## src/common/rob_pkg.sv

```systemverilog
// shared widths and depths of the reorder buffer
// packed records for dispatch, completion, commit and queue entries
// wrap-around index helper used by the queues and the dispatch steering

package rob_pkg;

	localparam int arn_width = 5;                        // architectural register number
	localparam int prf_size = 64;                        // physical registers
	localparam int prn_width = $clog2(prf_size);         // physical register number
	localparam int queue_depth = 16;                     // entries per thread queue
	localparam int index_width = $clog2(queue_depth);    // entry index inside one queue

	// ******************************
	// reorder tag whose thread bit 0 selects thread 1
	typedef struct packed {
		logic                   thread;
		logic [index_width-1:0] index;
	} rob_tag_t;

	// one instruction on a dispatch slot
	typedef struct packed {
		logic                 valid;
		logic                 thread;       // 0 for thread 1, 1 for thread 2
		logic [arn_width-1:0] arn_dest;
		logic [prn_width-1:0] prn_dest;
		logic                 is_branch;
	} dispatch_inst_t;

	// one function unit reporting a finished instruction
	typedef struct packed {
		logic     valid;
		rob_tag_t tag;
	} complete_t;

	// one retiring instruction, sent on to the retirement RAT
	typedef struct packed {
		logic                 valid;
		logic [arn_width-1:0] arn_dest;
		logic [prn_width-1:0] prn_dest;
		logic                 is_branch;
	} commit_t;

	// payload held in a queue entry
	typedef struct packed {
		logic [arn_width-1:0] arn_dest;
		logic [prn_width-1:0] prn_dest;
		logic                 is_branch;
	} entry_t;

	// ******************************
	// advance an entry index by 0..2 and wrap at queue_depth
	function automatic logic [index_width-1:0] index_add(
		input logic [index_width-1:0] index,
		input logic [1:0]             step
	);
		logic [index_width:0] sum;
		sum = index + step;
		if (sum >= queue_depth)
			sum = sum - (index_width+1)'(queue_depth);  // past the last entry
		return sum[index_width-1:0];
	endfunction

endpackage

```

## src/rob/thread_queue.sv

```systemverilog
// circular entry array for one thread of the reorder buffer
// binary head, tail and occupancy count, wrapping at queue_depth
// per-entry occupied and executed bits, views of the two oldest entries

`timescale 1ns/100ps

module thread_queue
	import rob_pkg::*;
#(
	parameter logic thread_id = 1'b0,                    // tag thread bit owned by this queue
	parameter int num_fu = 6
)
(
	input  logic                   clock,
	input  logic                   reset,
	input  logic                   push1_valid,          // first push, lands at tail
	input  logic                   push2_valid,          // second push, lands at tail + 1
	input  entry_t                 push1_entry,
	input  entry_t                 push2_entry,
	input  complete_t [num_fu-1:0] complete,
	input  logic [1:0]             pop_count,            // entries retired at this edge
	output logic [index_width-1:0] tail_index,
	output logic [index_width:0]   free_count,
	output logic [1:0]             head_valid,           // bit 0 is the oldest entry
	output logic [1:0]             head_executed,
	output entry_t [1:0]           head_entries
);

	entry_t                 entries [queue_depth];       // payload only, never reset
	logic [queue_depth-1:0] occupied;
	logic [queue_depth-1:0] executed;
	logic [index_width-1:0] head;
	logic [index_width-1:0] tail;
	logic [index_width:0]   count;                       // 0 .. queue_depth
	logic [index_width-1:0] head_next;                   // second oldest slot
	logic [index_width-1:0] tail_next;                   // slot for the second push
	logic [1:0]             push_total;

	assign head_next = index_add(head, 2'd1);
	assign tail_next = index_add(tail, 2'd1);
	assign push_total = {1'b0, push1_valid} + {1'b0, push2_valid};

	// ******************************
	// status seen by steering and commit

	assign tail_index = tail;
	assign free_count = (index_width+1)'(queue_depth) - count;

	assign head_valid = {occupied[head_next], occupied[head]};
	assign head_executed = {executed[head_next], executed[head]};
	assign head_entries[0] = entries[head];
	assign head_entries[1] = entries[head_next];

	// ******************************
	// payload writes at the tail
	always_ff @(posedge clock)
	begin
		if (push1_valid)
			entries[tail] <= push1_entry;
		if (push2_valid)
			entries[tail_next] <= push2_entry;
	end

	// control state
	always_ff @(posedge clock)
	begin
		if (reset)
		begin
			occupied <= '0;
			executed <= '0;
			head <= '0;
			tail <= '0;
			count <= '0;
		end
		else
		begin
			// completions addressed to this thread mark their entry done
			for (int f = 0; f < num_fu; f++)
			begin
				if (complete[f].valid && complete[f].tag.thread == thread_id)
					executed[complete[f].tag.index] <= 1'b1;
			end

			// retire from the head
			if (pop_count != 2'd0)
			begin
				occupied[head] <= 1'b0;
				executed[head] <= 1'b0;
			end
			if (pop_count == 2'd2)
			begin
				occupied[head_next] <= 1'b0;
				executed[head_next] <= 1'b0;
			end

			// new entries start not executed
			if (push1_valid)
			begin
				occupied[tail] <= 1'b1;
				executed[tail] <= 1'b0;
			end
			if (push2_valid)
			begin
				occupied[tail_next] <= 1'b1;
				executed[tail_next] <= 1'b0;
			end

			head <= index_add(head, pop_count);
			tail <= index_add(tail, push_total);
			count <= count + push_total - pop_count;  // push and pop may overlap
		end
	end

endmodule

```

## src/rob/dispatch_steer.sv

```systemverilog
// dispatch steering for the two thread queues
// sorts the slot pair by thread, fills each queue's push ports in order,
// computes dispatch ready from free space and forms the returned tags

`timescale 1ns/100ps

module dispatch_steer
	import rob_pkg::*;
(
	input  dispatch_inst_t         dispatch_slot1,
	input  dispatch_inst_t         dispatch_slot2,
	input  logic [index_width:0]   free_count_t1,
	input  logic [index_width:0]   free_count_t2,
	input  logic [index_width-1:0] tail_index_t1,
	input  logic [index_width-1:0] tail_index_t2,
	output logic                   dispatch_ready,
	output logic                   push1_valid_t1,
	output logic                   push2_valid_t1,
	output entry_t                 push1_entry_t1,
	output entry_t                 push2_entry_t1,
	output logic                   push1_valid_t2,
	output logic                   push2_valid_t2,
	output entry_t                 push1_entry_t2,
	output entry_t                 push2_entry_t2,
	output rob_tag_t               tag_slot1,
	output rob_tag_t               tag_slot2
);

	logic       valid1;
	logic       valid2;
	logic [1:0] need_t1;                                 // valid slots aimed at thread 1
	logic [1:0] need_t2;
	logic       first_t1;                                // pushes before the ready gate
	logic       second_t1;
	logic       first_t2;
	logic       second_t2;

	// strip the dispatch record down to the stored payload
	function automatic entry_t payload(input dispatch_inst_t inst);
		entry_t e;
		e.arn_dest = inst.arn_dest;
		e.prn_dest = inst.prn_dest;
		e.is_branch = inst.is_branch;
		return e;
	endfunction

	assign valid1 = dispatch_slot1.valid;
	assign valid2 = dispatch_slot2.valid;

	assign need_t1 = {1'b0, valid1 & ~dispatch_slot1.thread} +
		{1'b0, valid2 & ~dispatch_slot2.thread};
	assign need_t2 = {1'b0, valid1 & dispatch_slot1.thread} +
		{1'b0, valid2 & dispatch_slot2.thread};

	// registered free counts only, so same-cycle commits never loop back here
	assign dispatch_ready = (free_count_t1 >= need_t1) && (free_count_t2 >= need_t2);

	always_comb
	begin
		first_t1 = 1'b0;
		second_t1 = 1'b0;
		first_t2 = 1'b0;
		second_t2 = 1'b0;
		push1_entry_t1 = payload(dispatch_slot1);
		push2_entry_t1 = payload(dispatch_slot2);
		push1_entry_t2 = payload(dispatch_slot1);
		push2_entry_t2 = payload(dispatch_slot2);
		tag_slot1 = '0;
		tag_slot2 = '0;

		case ({dispatch_slot1.thread, dispatch_slot2.thread})
			2'b00:                                       // both thread 1
			begin
				first_t1 = valid1 | valid2;
				second_t1 = valid1 & valid2;
				if (!valid1)
					push1_entry_t1 = payload(dispatch_slot2);  // slot 2 alone takes the tail
				tag_slot1 = '{thread: 1'b0, index: tail_index_t1};
				tag_slot2 = '{thread: 1'b0,
					index: valid1 ? index_add(tail_index_t1, 2'd1) : tail_index_t1};
			end
			2'b01:                                       // slot 1 thread 1, slot 2 thread 2
			begin
				first_t1 = valid1;
				first_t2 = valid2;
				push1_entry_t2 = payload(dispatch_slot2);
				tag_slot1 = '{thread: 1'b0, index: tail_index_t1};
				tag_slot2 = '{thread: 1'b1, index: tail_index_t2};
			end
			2'b10:                                       // slot 1 thread 2, slot 2 thread 1
			begin
				first_t1 = valid2;
				first_t2 = valid1;
				push1_entry_t1 = payload(dispatch_slot2);
				tag_slot1 = '{thread: 1'b1, index: tail_index_t2};
				tag_slot2 = '{thread: 1'b0, index: tail_index_t1};
			end
			default:                                     // both thread 2
			begin
				first_t2 = valid1 | valid2;
				second_t2 = valid1 & valid2;
				if (!valid1)
					push1_entry_t2 = payload(dispatch_slot2);
				tag_slot1 = '{thread: 1'b1, index: tail_index_t2};
				tag_slot2 = '{thread: 1'b1,
					index: valid1 ? index_add(tail_index_t2, 2'd1) : tail_index_t2};
			end
		endcase
	end

	// nothing enters a queue unless the whole pair is taken
	assign push1_valid_t1 = first_t1 & dispatch_ready;
	assign push2_valid_t1 = second_t1 & dispatch_ready;
	assign push1_valid_t2 = first_t2 & dispatch_ready;
	assign push2_valid_t2 = second_t2 & dispatch_ready;

endmodule

```

## src/rob/commit_select.sv

```systemverilog
// commit selection across the two thread queues
// measures the executed run at each head (0, 1 or 2 entries)
// and applies the commit-status table, thread 1 first

`timescale 1ns/100ps

module commit_select
	import rob_pkg::*;
(
	input  logic [1:0]   head_valid_t1,
	input  logic [1:0]   head_executed_t1,
	input  entry_t [1:0] head_entries_t1,
	input  logic [1:0]   head_valid_t2,
	input  logic [1:0]   head_executed_t2,
	input  entry_t [1:0] head_entries_t2,
	output commit_t      commit_slot1,
	output commit_t      commit_slot2,
	output logic [1:0]   pop_count_t1,
	output logic [1:0]   pop_count_t2
);

	logic [1:0] run_t1;                                  // executed run at thread 1 head
	logic [1:0] run_t2;

	// consecutive valid and executed entries from the oldest one
	function automatic logic [1:0] run_length(
		input logic [1:0] valid,
		input logic [1:0] executed
	);
		logic [1:0] done;
		done = valid & executed;
		if (!done[0])
			return 2'd0;
		else if (!done[1])
			return 2'd1;
		else
			return 2'd2;
	endfunction

	// queue payload as a valid commit record
	function automatic commit_t retire(input entry_t e);
		commit_t c;
		c.valid = 1'b1;
		c.arn_dest = e.arn_dest;
		c.prn_dest = e.prn_dest;
		c.is_branch = e.is_branch;
		return c;
	endfunction

	assign run_t1 = run_length(head_valid_t1, head_executed_t1);
	assign run_t2 = run_length(head_valid_t2, head_executed_t2);

	// ******************************
	// commit-status table
	always_comb
	begin
		commit_slot1 = '0;                               // unused slots stay all zero
		commit_slot2 = '0;
		pop_count_t1 = 2'd0;
		pop_count_t2 = 2'd0;

		if (run_t1 == 2'd2)
		begin
			// two from thread 1
			commit_slot1 = retire(head_entries_t1[0]);
			commit_slot2 = retire(head_entries_t1[1]);
			pop_count_t1 = 2'd2;
		end
		else if (run_t1 == 2'd1)
		begin
			commit_slot1 = retire(head_entries_t1[0]);
			pop_count_t1 = 2'd1;
			if (run_t2 != 2'd0)
			begin
				commit_slot2 = retire(head_entries_t2[0]);  // thread 2 fills the spare slot
				pop_count_t2 = 2'd1;
			end
		end
		else
		begin
			// thread 1 stalled, thread 2 in order
			if (run_t2 != 2'd0)
			begin
				commit_slot1 = retire(head_entries_t2[0]);
				pop_count_t2 = 2'd1;
			end
			if (run_t2 == 2'd2)
			begin
				commit_slot2 = retire(head_entries_t2[1]);
				pop_count_t2 = 2'd2;
			end
		end
	end

endmodule

```

## src/rob/rob_top.sv

```systemverilog
// reorder buffer for a two-thread, two-wide core
// one entry queue per thread, dispatch steering in front,
// commit selection behind the two queue heads

`timescale 1ns/100ps

module rob_top
	import rob_pkg::*;
#(
	parameter int num_fu = 6                             // completion ports
)
(
	input  logic                        clock,
	input  logic                        reset,
	input  dispatch_inst_t              dispatch_slot1,  // older of the pair
	input  dispatch_inst_t              dispatch_slot2,
	output logic                        dispatch_ready,
	output rob_tag_t                    tag_slot1,
	output rob_tag_t                    tag_slot2,
	input  complete_t [num_fu-1:0]      complete,
	output commit_t                     commit_slot1,
	output commit_t                     commit_slot2
);

	// thread 1 queue wires
	logic                 push1_valid_t1;
	logic                 push2_valid_t1;
	entry_t               push1_entry_t1;
	entry_t               push2_entry_t1;
	logic [index_width-1:0] tail_index_t1;
	logic [index_width:0] free_count_t1;
	logic [1:0]           head_valid_t1;
	logic [1:0]           head_executed_t1;
	entry_t [1:0]         head_entries_t1;
	logic [1:0]           pop_count_t1;

	// thread 2 queue wires
	logic                 push1_valid_t2;
	logic                 push2_valid_t2;
	entry_t               push1_entry_t2;
	entry_t               push2_entry_t2;
	logic [index_width-1:0] tail_index_t2;
	logic [index_width:0] free_count_t2;
	logic [1:0]           head_valid_t2;
	logic [1:0]           head_executed_t2;
	entry_t [1:0]         head_entries_t2;
	logic [1:0]           pop_count_t2;

	// ******************************
	dispatch_steer dispatch_steer_i (
		.dispatch_slot1 (dispatch_slot1),
		.dispatch_slot2 (dispatch_slot2),
		.free_count_t1  (free_count_t1),
		.free_count_t2  (free_count_t2),
		.tail_index_t1  (tail_index_t1),
		.tail_index_t2  (tail_index_t2),
		.dispatch_ready (dispatch_ready),
		.push1_valid_t1 (push1_valid_t1),
		.push2_valid_t1 (push2_valid_t1),
		.push1_entry_t1 (push1_entry_t1),
		.push2_entry_t1 (push2_entry_t1),
		.push1_valid_t2 (push1_valid_t2),
		.push2_valid_t2 (push2_valid_t2),
		.push1_entry_t2 (push1_entry_t2),
		.push2_entry_t2 (push2_entry_t2),
		.tag_slot1      (tag_slot1),
		.tag_slot2      (tag_slot2)
	);

	// thread bit 0 is thread 1
	thread_queue #(.thread_id(1'b0), .num_fu(num_fu)) queue_t1_i (
		.clock         (clock),
		.reset         (reset),
		.push1_valid   (push1_valid_t1),
		.push2_valid   (push2_valid_t1),
		.push1_entry   (push1_entry_t1),
		.push2_entry   (push2_entry_t1),
		.complete      (complete),
		.pop_count     (pop_count_t1),
		.tail_index    (tail_index_t1),
		.free_count    (free_count_t1),
		.head_valid    (head_valid_t1),
		.head_executed (head_executed_t1),
		.head_entries  (head_entries_t1)
	);

	thread_queue #(.thread_id(1'b1), .num_fu(num_fu)) queue_t2_i (
		.clock         (clock),
		.reset         (reset),
		.push1_valid   (push1_valid_t2),
		.push2_valid   (push2_valid_t2),
		.push1_entry   (push1_entry_t2),
		.push2_entry   (push2_entry_t2),
		.complete      (complete),
		.pop_count     (pop_count_t2),
		.tail_index    (tail_index_t2),
		.free_count    (free_count_t2),
		.head_valid    (head_valid_t2),
		.head_executed (head_executed_t2),
		.head_entries  (head_entries_t2)
	);

	commit_select commit_select_i (
		.head_valid_t1    (head_valid_t1),
		.head_executed_t1 (head_executed_t1),
		.head_entries_t1  (head_entries_t1),
		.head_valid_t2    (head_valid_t2),
		.head_executed_t2 (head_executed_t2),
		.head_entries_t2  (head_entries_t2),
		.commit_slot1     (commit_slot1),
		.commit_slot2     (commit_slot2),
		.pop_count_t1     (pop_count_t1),
		.pop_count_t2     (pop_count_t2)
	);

endmodule

```

## config.mk

```make
export PLATFORM = sky130hd
export DESIGN_NAME = rob_top
export DESIGN_NICKNAME = d
export VERILOG_FILES = /design/src/common/rob_pkg.sv /design/src/rob/thread_queue.sv /design/src/rob/dispatch_steer.sv /design/src/rob/commit_select.sv /design/src/rob/rob_top.sv
export SDC_FILE = /design/constraint.sdc
export NUM_CORES = 1
export LEC_CHECK = 0
export BUFFER_PORTS_ARGS = -buffer_cell sky130_fd_sc_hd__clkbuf_2
export CAP_MARGIN = 15
export CORE_MARGIN = 2
export CORE_UTILIZATION = 40
export CTS_CLUSTER_DIAMETER = 30
export DETAILED_ROUTE_END_ITERATION = 12
export PLACE_DENSITY = 0.66
export SYNTH_ARGS = -nofsm -noshare
export SYNTH_HDL_FRONTEND = slang
export SYNTH_SLANG_ARGS = --single-unit
```

## constraint.sdc

```tcl
create_clock -name clock -period 6.1 [get_ports clock]
set_clock_uncertainty 0.15 [all_clocks]
set_input_delay 1.22 -clock clock [delete_from_list [all_inputs] [get_ports clock]]
set_output_delay 1.22 -clock clock [all_outputs]
set_load 0.1 [all_outputs]
```

## Word level (Yosys, flattened, before mapping)

Memories as Yosys holds them, arrays and structs flattened. A register that Yosys moved wholly into a read port is not among the register bits.
Cells that the tools add are included.

- Bits in registers: 90
- RAM bits: 384
- Input bits: 66
- Output and inout port bits: 37
- Logic and storage cells: 314
- Memories: 2

- $add $sub $neg: 26
- Order comparisons: 38
- Equality and inequality tests: 7
- Muxes and demuxes: 141
- Bitwise logic cells: 56
- Reduce and logical (&&, ||, !) cells: 34

Memory list:

| name | depth | width | read ports | clocked after memory_dff | write ports | RTL line | text |
|---|---|---|---|---|---|---|---|
| queue_t1_i.entries | 16 | 12 | 2 | 1 | 2 | thread_queue.sv:29 | `entry_t entries [queue_depth];` |
| queue_t2_i.entries | 16 | 12 | 2 | 1 | 2 | thread_queue.sv:29 |  |

Operators with widths:

| operator | number |
|---|---|
| two-way mux 16 bit | 52 |
| OR 16 bit | 16 |
| AND 16 bit | 12 |
| NOT 16 bit | 8 |
| two-way mux 13 bit | 6 |
| < comparator 4 x 5 -> 1 bit (second input constant) | 14 |
| demux 1 bit (select 4 bit) | 14 |
| >= comparator 4 x 1 -> 1 bit (second input constant) | 14 |
| two-way mux 4 bit | 12 |
| case mux 12 bit (2 select lines) | 2 |
| >= comparator 5 bit (second input constant) | 8 |
| two-way mux 1 bit | 34 |
| binary-select mux 1 bit (select 4 bit) | 8 |
| subtractor 4 x 1 -> 4 bit (second input constant) | 8 |
| logical AND 1 bit | 27 |
| adder 4 x 1 -> 5 bit (second input constant) | 4 |
| adder 4 x 2 -> 5 bit | 4 |
| two-way mux 2 bit | 8 |
| case mux 5 bit (3 select lines) | 1 |
| two-way mux 12 bit | 1 |
| adder 5 x 2 -> 5 bit | 2 |
| equality test 2 bit (second input constant) | 5 |
| >= comparator 5 x 2 -> 1 bit | 2 |
| subtractor 5 x 2 -> 5 bit | 2 |
| other kinds (13) | 38 |

## Longest topological paths before layout

- Word-level depth: 33
- Mapped depth: 22
- Mapped depth without buffers: 18

## Hierarchy

From an unflattened synthesis, not the netlist that was laid out.

- Cells, all modules: 2,369
- Area total of the unflattened synthesis: 31,730.4 um^2

Modules (own cells, without submodules):

| module | times used | cells each | area each (um^2) | sequential area each (um^2) |
|---|---|---|---|---|
| thread_queue (queue_t1_i) | 1 | 1,044 | 15,199.6 | 6,666.4 |
| thread_queue (queue_t2_i) | 1 | 1,108 | 14,931.8 | 6,666.4 |
| dispatch_steer | 1 | 125 | 1,059.8 | 0.0 |
| commit_select | 1 | 92 | 539.3 | 0.0 |

## Least setup slack after synthesis

No wires, ideal clock.

- Path type: register -> output
- Start point: reg queue_t1_i.head[1]
- End point: out commit_slot2[10] (netlist bit)
- Data arrival time: 4.980 ns
- Data required time: 4.730 ns
- Path slack: -0.250 ns
- Cell stages (with the launch flop): 15
- Buffers on the path: 7
- Cells stage by stage: dfxtp_1 -> buf_4 -> buf_4 -> buf_1 -> clkbuf_1 -> inv_1 -> ha_1 -> buf_2 -> buf_2 -> buf_1 -> mux4_2 -> mux2i_1 -> nand2_1 -> a32oi_1 -> o21ai_0

RTL lines:

| what | RTL line | text |
|---|---|---|
| from (decl) | thread_queue.sv:32 | `logic [index_width-1:0] head;` |
| from (signal assigned) | thread_queue.sv:108 | `head <= index_add(head, pop_count);` |
| to (decl) | rob_top.sv:22 | `output commit_t commit_slot2` |

==> impl_metrics.py <==
metrics = {
    "synthesis": {
        "ys_warn_count": 0,
        "synth_seq_cells": 474,
        "syn_nets": 2853,
        "yosysMostFrequentCell": "edfxtp_1",
        "synthTopCellsByCount": "edfxtp_1, a21oi_1, nor2_1",
        "ys_async_sr_fraction_pct": 0,
        "avgSynthCellArea_sq_um": 11.4,
        "synth.distinct_cells": 85,
        "synthFlopType": "edfxtp_1",
        "syn_inst": 2722,
        "synth.top_cells.by_area": "edfxtp_1, mux4_2, mux2_2",
        "yosysTopAreaCell": "edfxtp_1",
        "yosysTopAreaCellShare_pct": 37.1,
        "synth-edff-count": 384,
        "ys_seq_area_share_pct": 42.9,
        "synth_area_sq_mm": 0.0311,
    },
    "setup_path": {
        "required_ns": 4.73,
        "worstRegToRegCells": 18,
        "arrival_ns": 4.61,
        "reg2reg_slack_ns": 1.01,
        "worstPathMaxFanout": 49,
        "critPathLaunchType": "register",
        "path_class": "register to output port",
        "end_kind": "output port",
        "r2r_start": "queue_t1_i.head[0]",
        "reg2reg_to": "queue_t2_i.count[4]",
    },
    "job": {
        "drv_cap": 0,
    },
    "power": {
        "p_switching_mw": 3.41,
        "power.leakage_nw": 12.9,
        "p_clk_share_pct": 51.1,
        "p_per_area_mw_per_mm2": 332,
        "vdd.ir_drop.worst_uv": 240,
        "total_power_mw": 12.3,
        "internal-power_mw": 8.84,
        "swShare_pct": 27.9,
        "seqPwrFrac_pct": 32.0,
        "combPwrFrac_pct": 16.9,
    },
    "sta": {
        "setup_viol": 0,
        "min_period_ns": 5.98,
        "relSlewSlack_pct": 24.9,
        "fin_setup_tns_ns": 0,
        "worst_slew_pin_slew_ns": 1.10,
        "post-route-period-util_pct": 98.1,
        "final_hold_viol_count": 0,
        "maxSlewViolCount": 0,
        "timing.fmax_ghz": 0.167,
        "whs_ns": 0.310,
        "fin_ws_ns": 0.118,
    },
    "floorplanning": {
        "die-area_sq_mm": 0.0799,
        "core_sq_mm": 0.0772,
        "die_h_um": 283,
        "start_util_pct": 40.2,
        "die_w_um": 283,
        "rows": 102,
        "pin_count": 103,
    },
    "layout": {
        "seqCellArea_sq_mm": 0.0133,
        "multiInputGateArea_sq_mm": 0.0166,
        "final_nets": 2906,
        "drive_above_1_share_pct": 30.4,
        "syn2layout_area_growth_pct": 18.6,
        "fill_cells": 6784,
    },
    "global_route": {
        "grt_use_total_pct": 26.5,
        "grt_pass1_wl_um": 156000,
        "antenna_found_initial": 11,
        "grt_max_degree": 89,
        "grt_pass1_vias": 24200,
        "grt_overflow": 0,
    },
    "worst_hold_path": {
        "hold_class": "register to register",
        "min_from": "queue_t2_i.occupied[5]",
        "worstHoldPathCells": 2,
        "hold_path_end": "queue_t2_i.occupied[5]",
    },
    "clocking": {
        "cts_buffers": 110,
        "cts_tree": "yes",
        "clock_path_buffers": 3,
        "cts.root.buffer_cell": "clkbuf_16",
        "htreeDepth": 3,
        "clk_latency_ns": 0.68,
        "ctsHoldBuffers": 0,
        "post_cts_buffers": 0,
        "clkTransAtPathRegs_ns": 0.04,
        "cts.sinks": 474,
    },
    "drt": {
        "vias": 25000,
        "dr.first_iter.drc_count": 3687,
        "wirelength_um": 107000,
        "post_drt_wl_per_cell_um": 27.3,
        "via_per_inst": 6.39,
        "drc": 0,
        "drt_first_pass_iters": 8,
        "ant_nets": 0,
    },
    "placement": {
        "port_buffers": 102,
        "place_congestion": 1.00,
        "dpl_worst_slack_ns": 0.425,
        "dp_hpwl_um": 71000,
    },
    "outcome": {
        "status": "finished clean",
    },
}
==> routing by layer <==
layer	global-route usage [%]	wire (um)	up-vias	share of wire [%]
met1	35.8	42200	12300	40
met4	10.9	4600	18	4.3
met3	6.68	12500	328	12
li1	-	-	10600	-
met2	40.6	47300	1738	44
met5	0	116	-	0.11
==> critical path: stages, from the launching register on <==
cell and delay, ns:
dfxtp_4 0.48, buf_4 0.69, mux4_2 0.35, nand2_1 0.06, and3_1 0.18, a31oi_4 0.15, buf_4 0.29, nand2_1 0.15
inv_1 0.48, buf_4 0.26, a32oi_1 0.20, o21ai_1 0.39, buf_12 0.25
==> worst max-delay path by stage <==
stage                  startpoint                  end  slack, ns  cells past startpoint
2_1_floorplan  queue_t2_i.head[0]      commit_slot2[0]       0.10                     12
3_3_place_gp   dispatch_slot1[12]  queue_t2_i.count[4]       0.52                     19
3_5_place_dp   dispatch_slot1[12]  queue_t2_i.count[4]       0.43                     19
4_1_cts        queue_t1_i.head[0]     commit_slot2[11]       0.13                      9
5_1_grt        queue_t1_i.head[0]     commit_slot2[11]     -0.001                     11
6_report       queue_t1_i.head[0]      commit_slot2[8]       0.12                     12
==> layout by cell type (no fill, tap or decap), types with 14 or more instances in the layout <==
cell type	synthesis	layout
o21ai_0	34	21
bufinv_16	0	20
clkbuf_2	0	89
o22ai_1	25	25
nor2_1	288	287
mux2i_1	46	46
and3_1	41	41
a32oi_1	16	16
dfxtp_1	90	84
buf_4	6	78
clkbuf_1	138	15
inv_1	84	84
o211ai_1	14	14
nor3_1	35	35
mux4_2	232	232
mux2_2	216	216
nand3_1	68	68
a21oi_1	291	291
a31oi_1	39	39
nand2_1	186	186
edfxtp_1	384	384
clkinv_2	0	16
nor2b_1	46	46
nand2b_1	20	20
clkbuf_16	0	112
nand4_1	19	19
ha_1	57	55
==> registers in the layout (all words and copies together) (netlist names) <==
register and cells:
queue_t1_i.tail_index 4, queue_t2_i.count 5, queue_t2_i.head 4, queue_t1_i.executed 16, queue_t1_i.count 5, queue_t1_i.occupied 16, queue_t1_i.head 4, queue_t2_i.tail_index 4
queue_t2_i.executed 16, queue_t2_i.entries 192, queue_t2_i.occupied 16, queue_t1_i.entries 192
==> power by group through the flow <==
stage,clock network (mW),logic (mW),registers (mW)
floorplan,0,1.46,3.91
global placement,0,2.01,3.96
detailed placement,0,2.03,3.97
CTS,6.29,2.04,3.92
global route,6.46,2.22,3.94
finish,6.26,2.07,3.92
==> area by class of cell <==
| type | count | area share (%) |
|---|---|---|
| clock buffer | 133 | 7.98 |
| sequential | 474 | 36.2 |
| antenna | 3 | 0.0204 |
| timing repair buffer | 181 | 3.53 |
| clock inverter | 73 | 2.75 |
| inverter | 88 | 0.903 |
| multi-input combinational | 1920 | 45.1 |
| tap | 1040 | 3.53 |
==> per-stage QoR <==
stage,utilization [%],std cells,cell area [sq um]
after global placement,42.6,3703,32900
after floorplan,-,2722,31100
final,47.7,3912,36900
after global routing,47.7,3910,36900
after CTS,47.7,3909,36900
after detailed placement,42.6,3703,32900
==> timing repair <==
action,4_1_cts,5_1_grt
resized for setup,0,1
endpoints found under the hold margin,0,0
endpoints found under the setup margin,0,1
==> kinds of logic after synthesis <==
group / Yosys count / share of synthesized area, %
xor gates and xnor gates: 29 / 0.842
and+or+nand+nor: 780 / 11.9
AOI/OAI and AO/OA: 551 / 11.0
buffers and inverters: 328 / 4.38
muxes: 495 / 26.2
adders and majority gates: 65 / 2.81
DFF: 474 / 42.9
No activity file was read; power rests on OpenSTA's default activity.
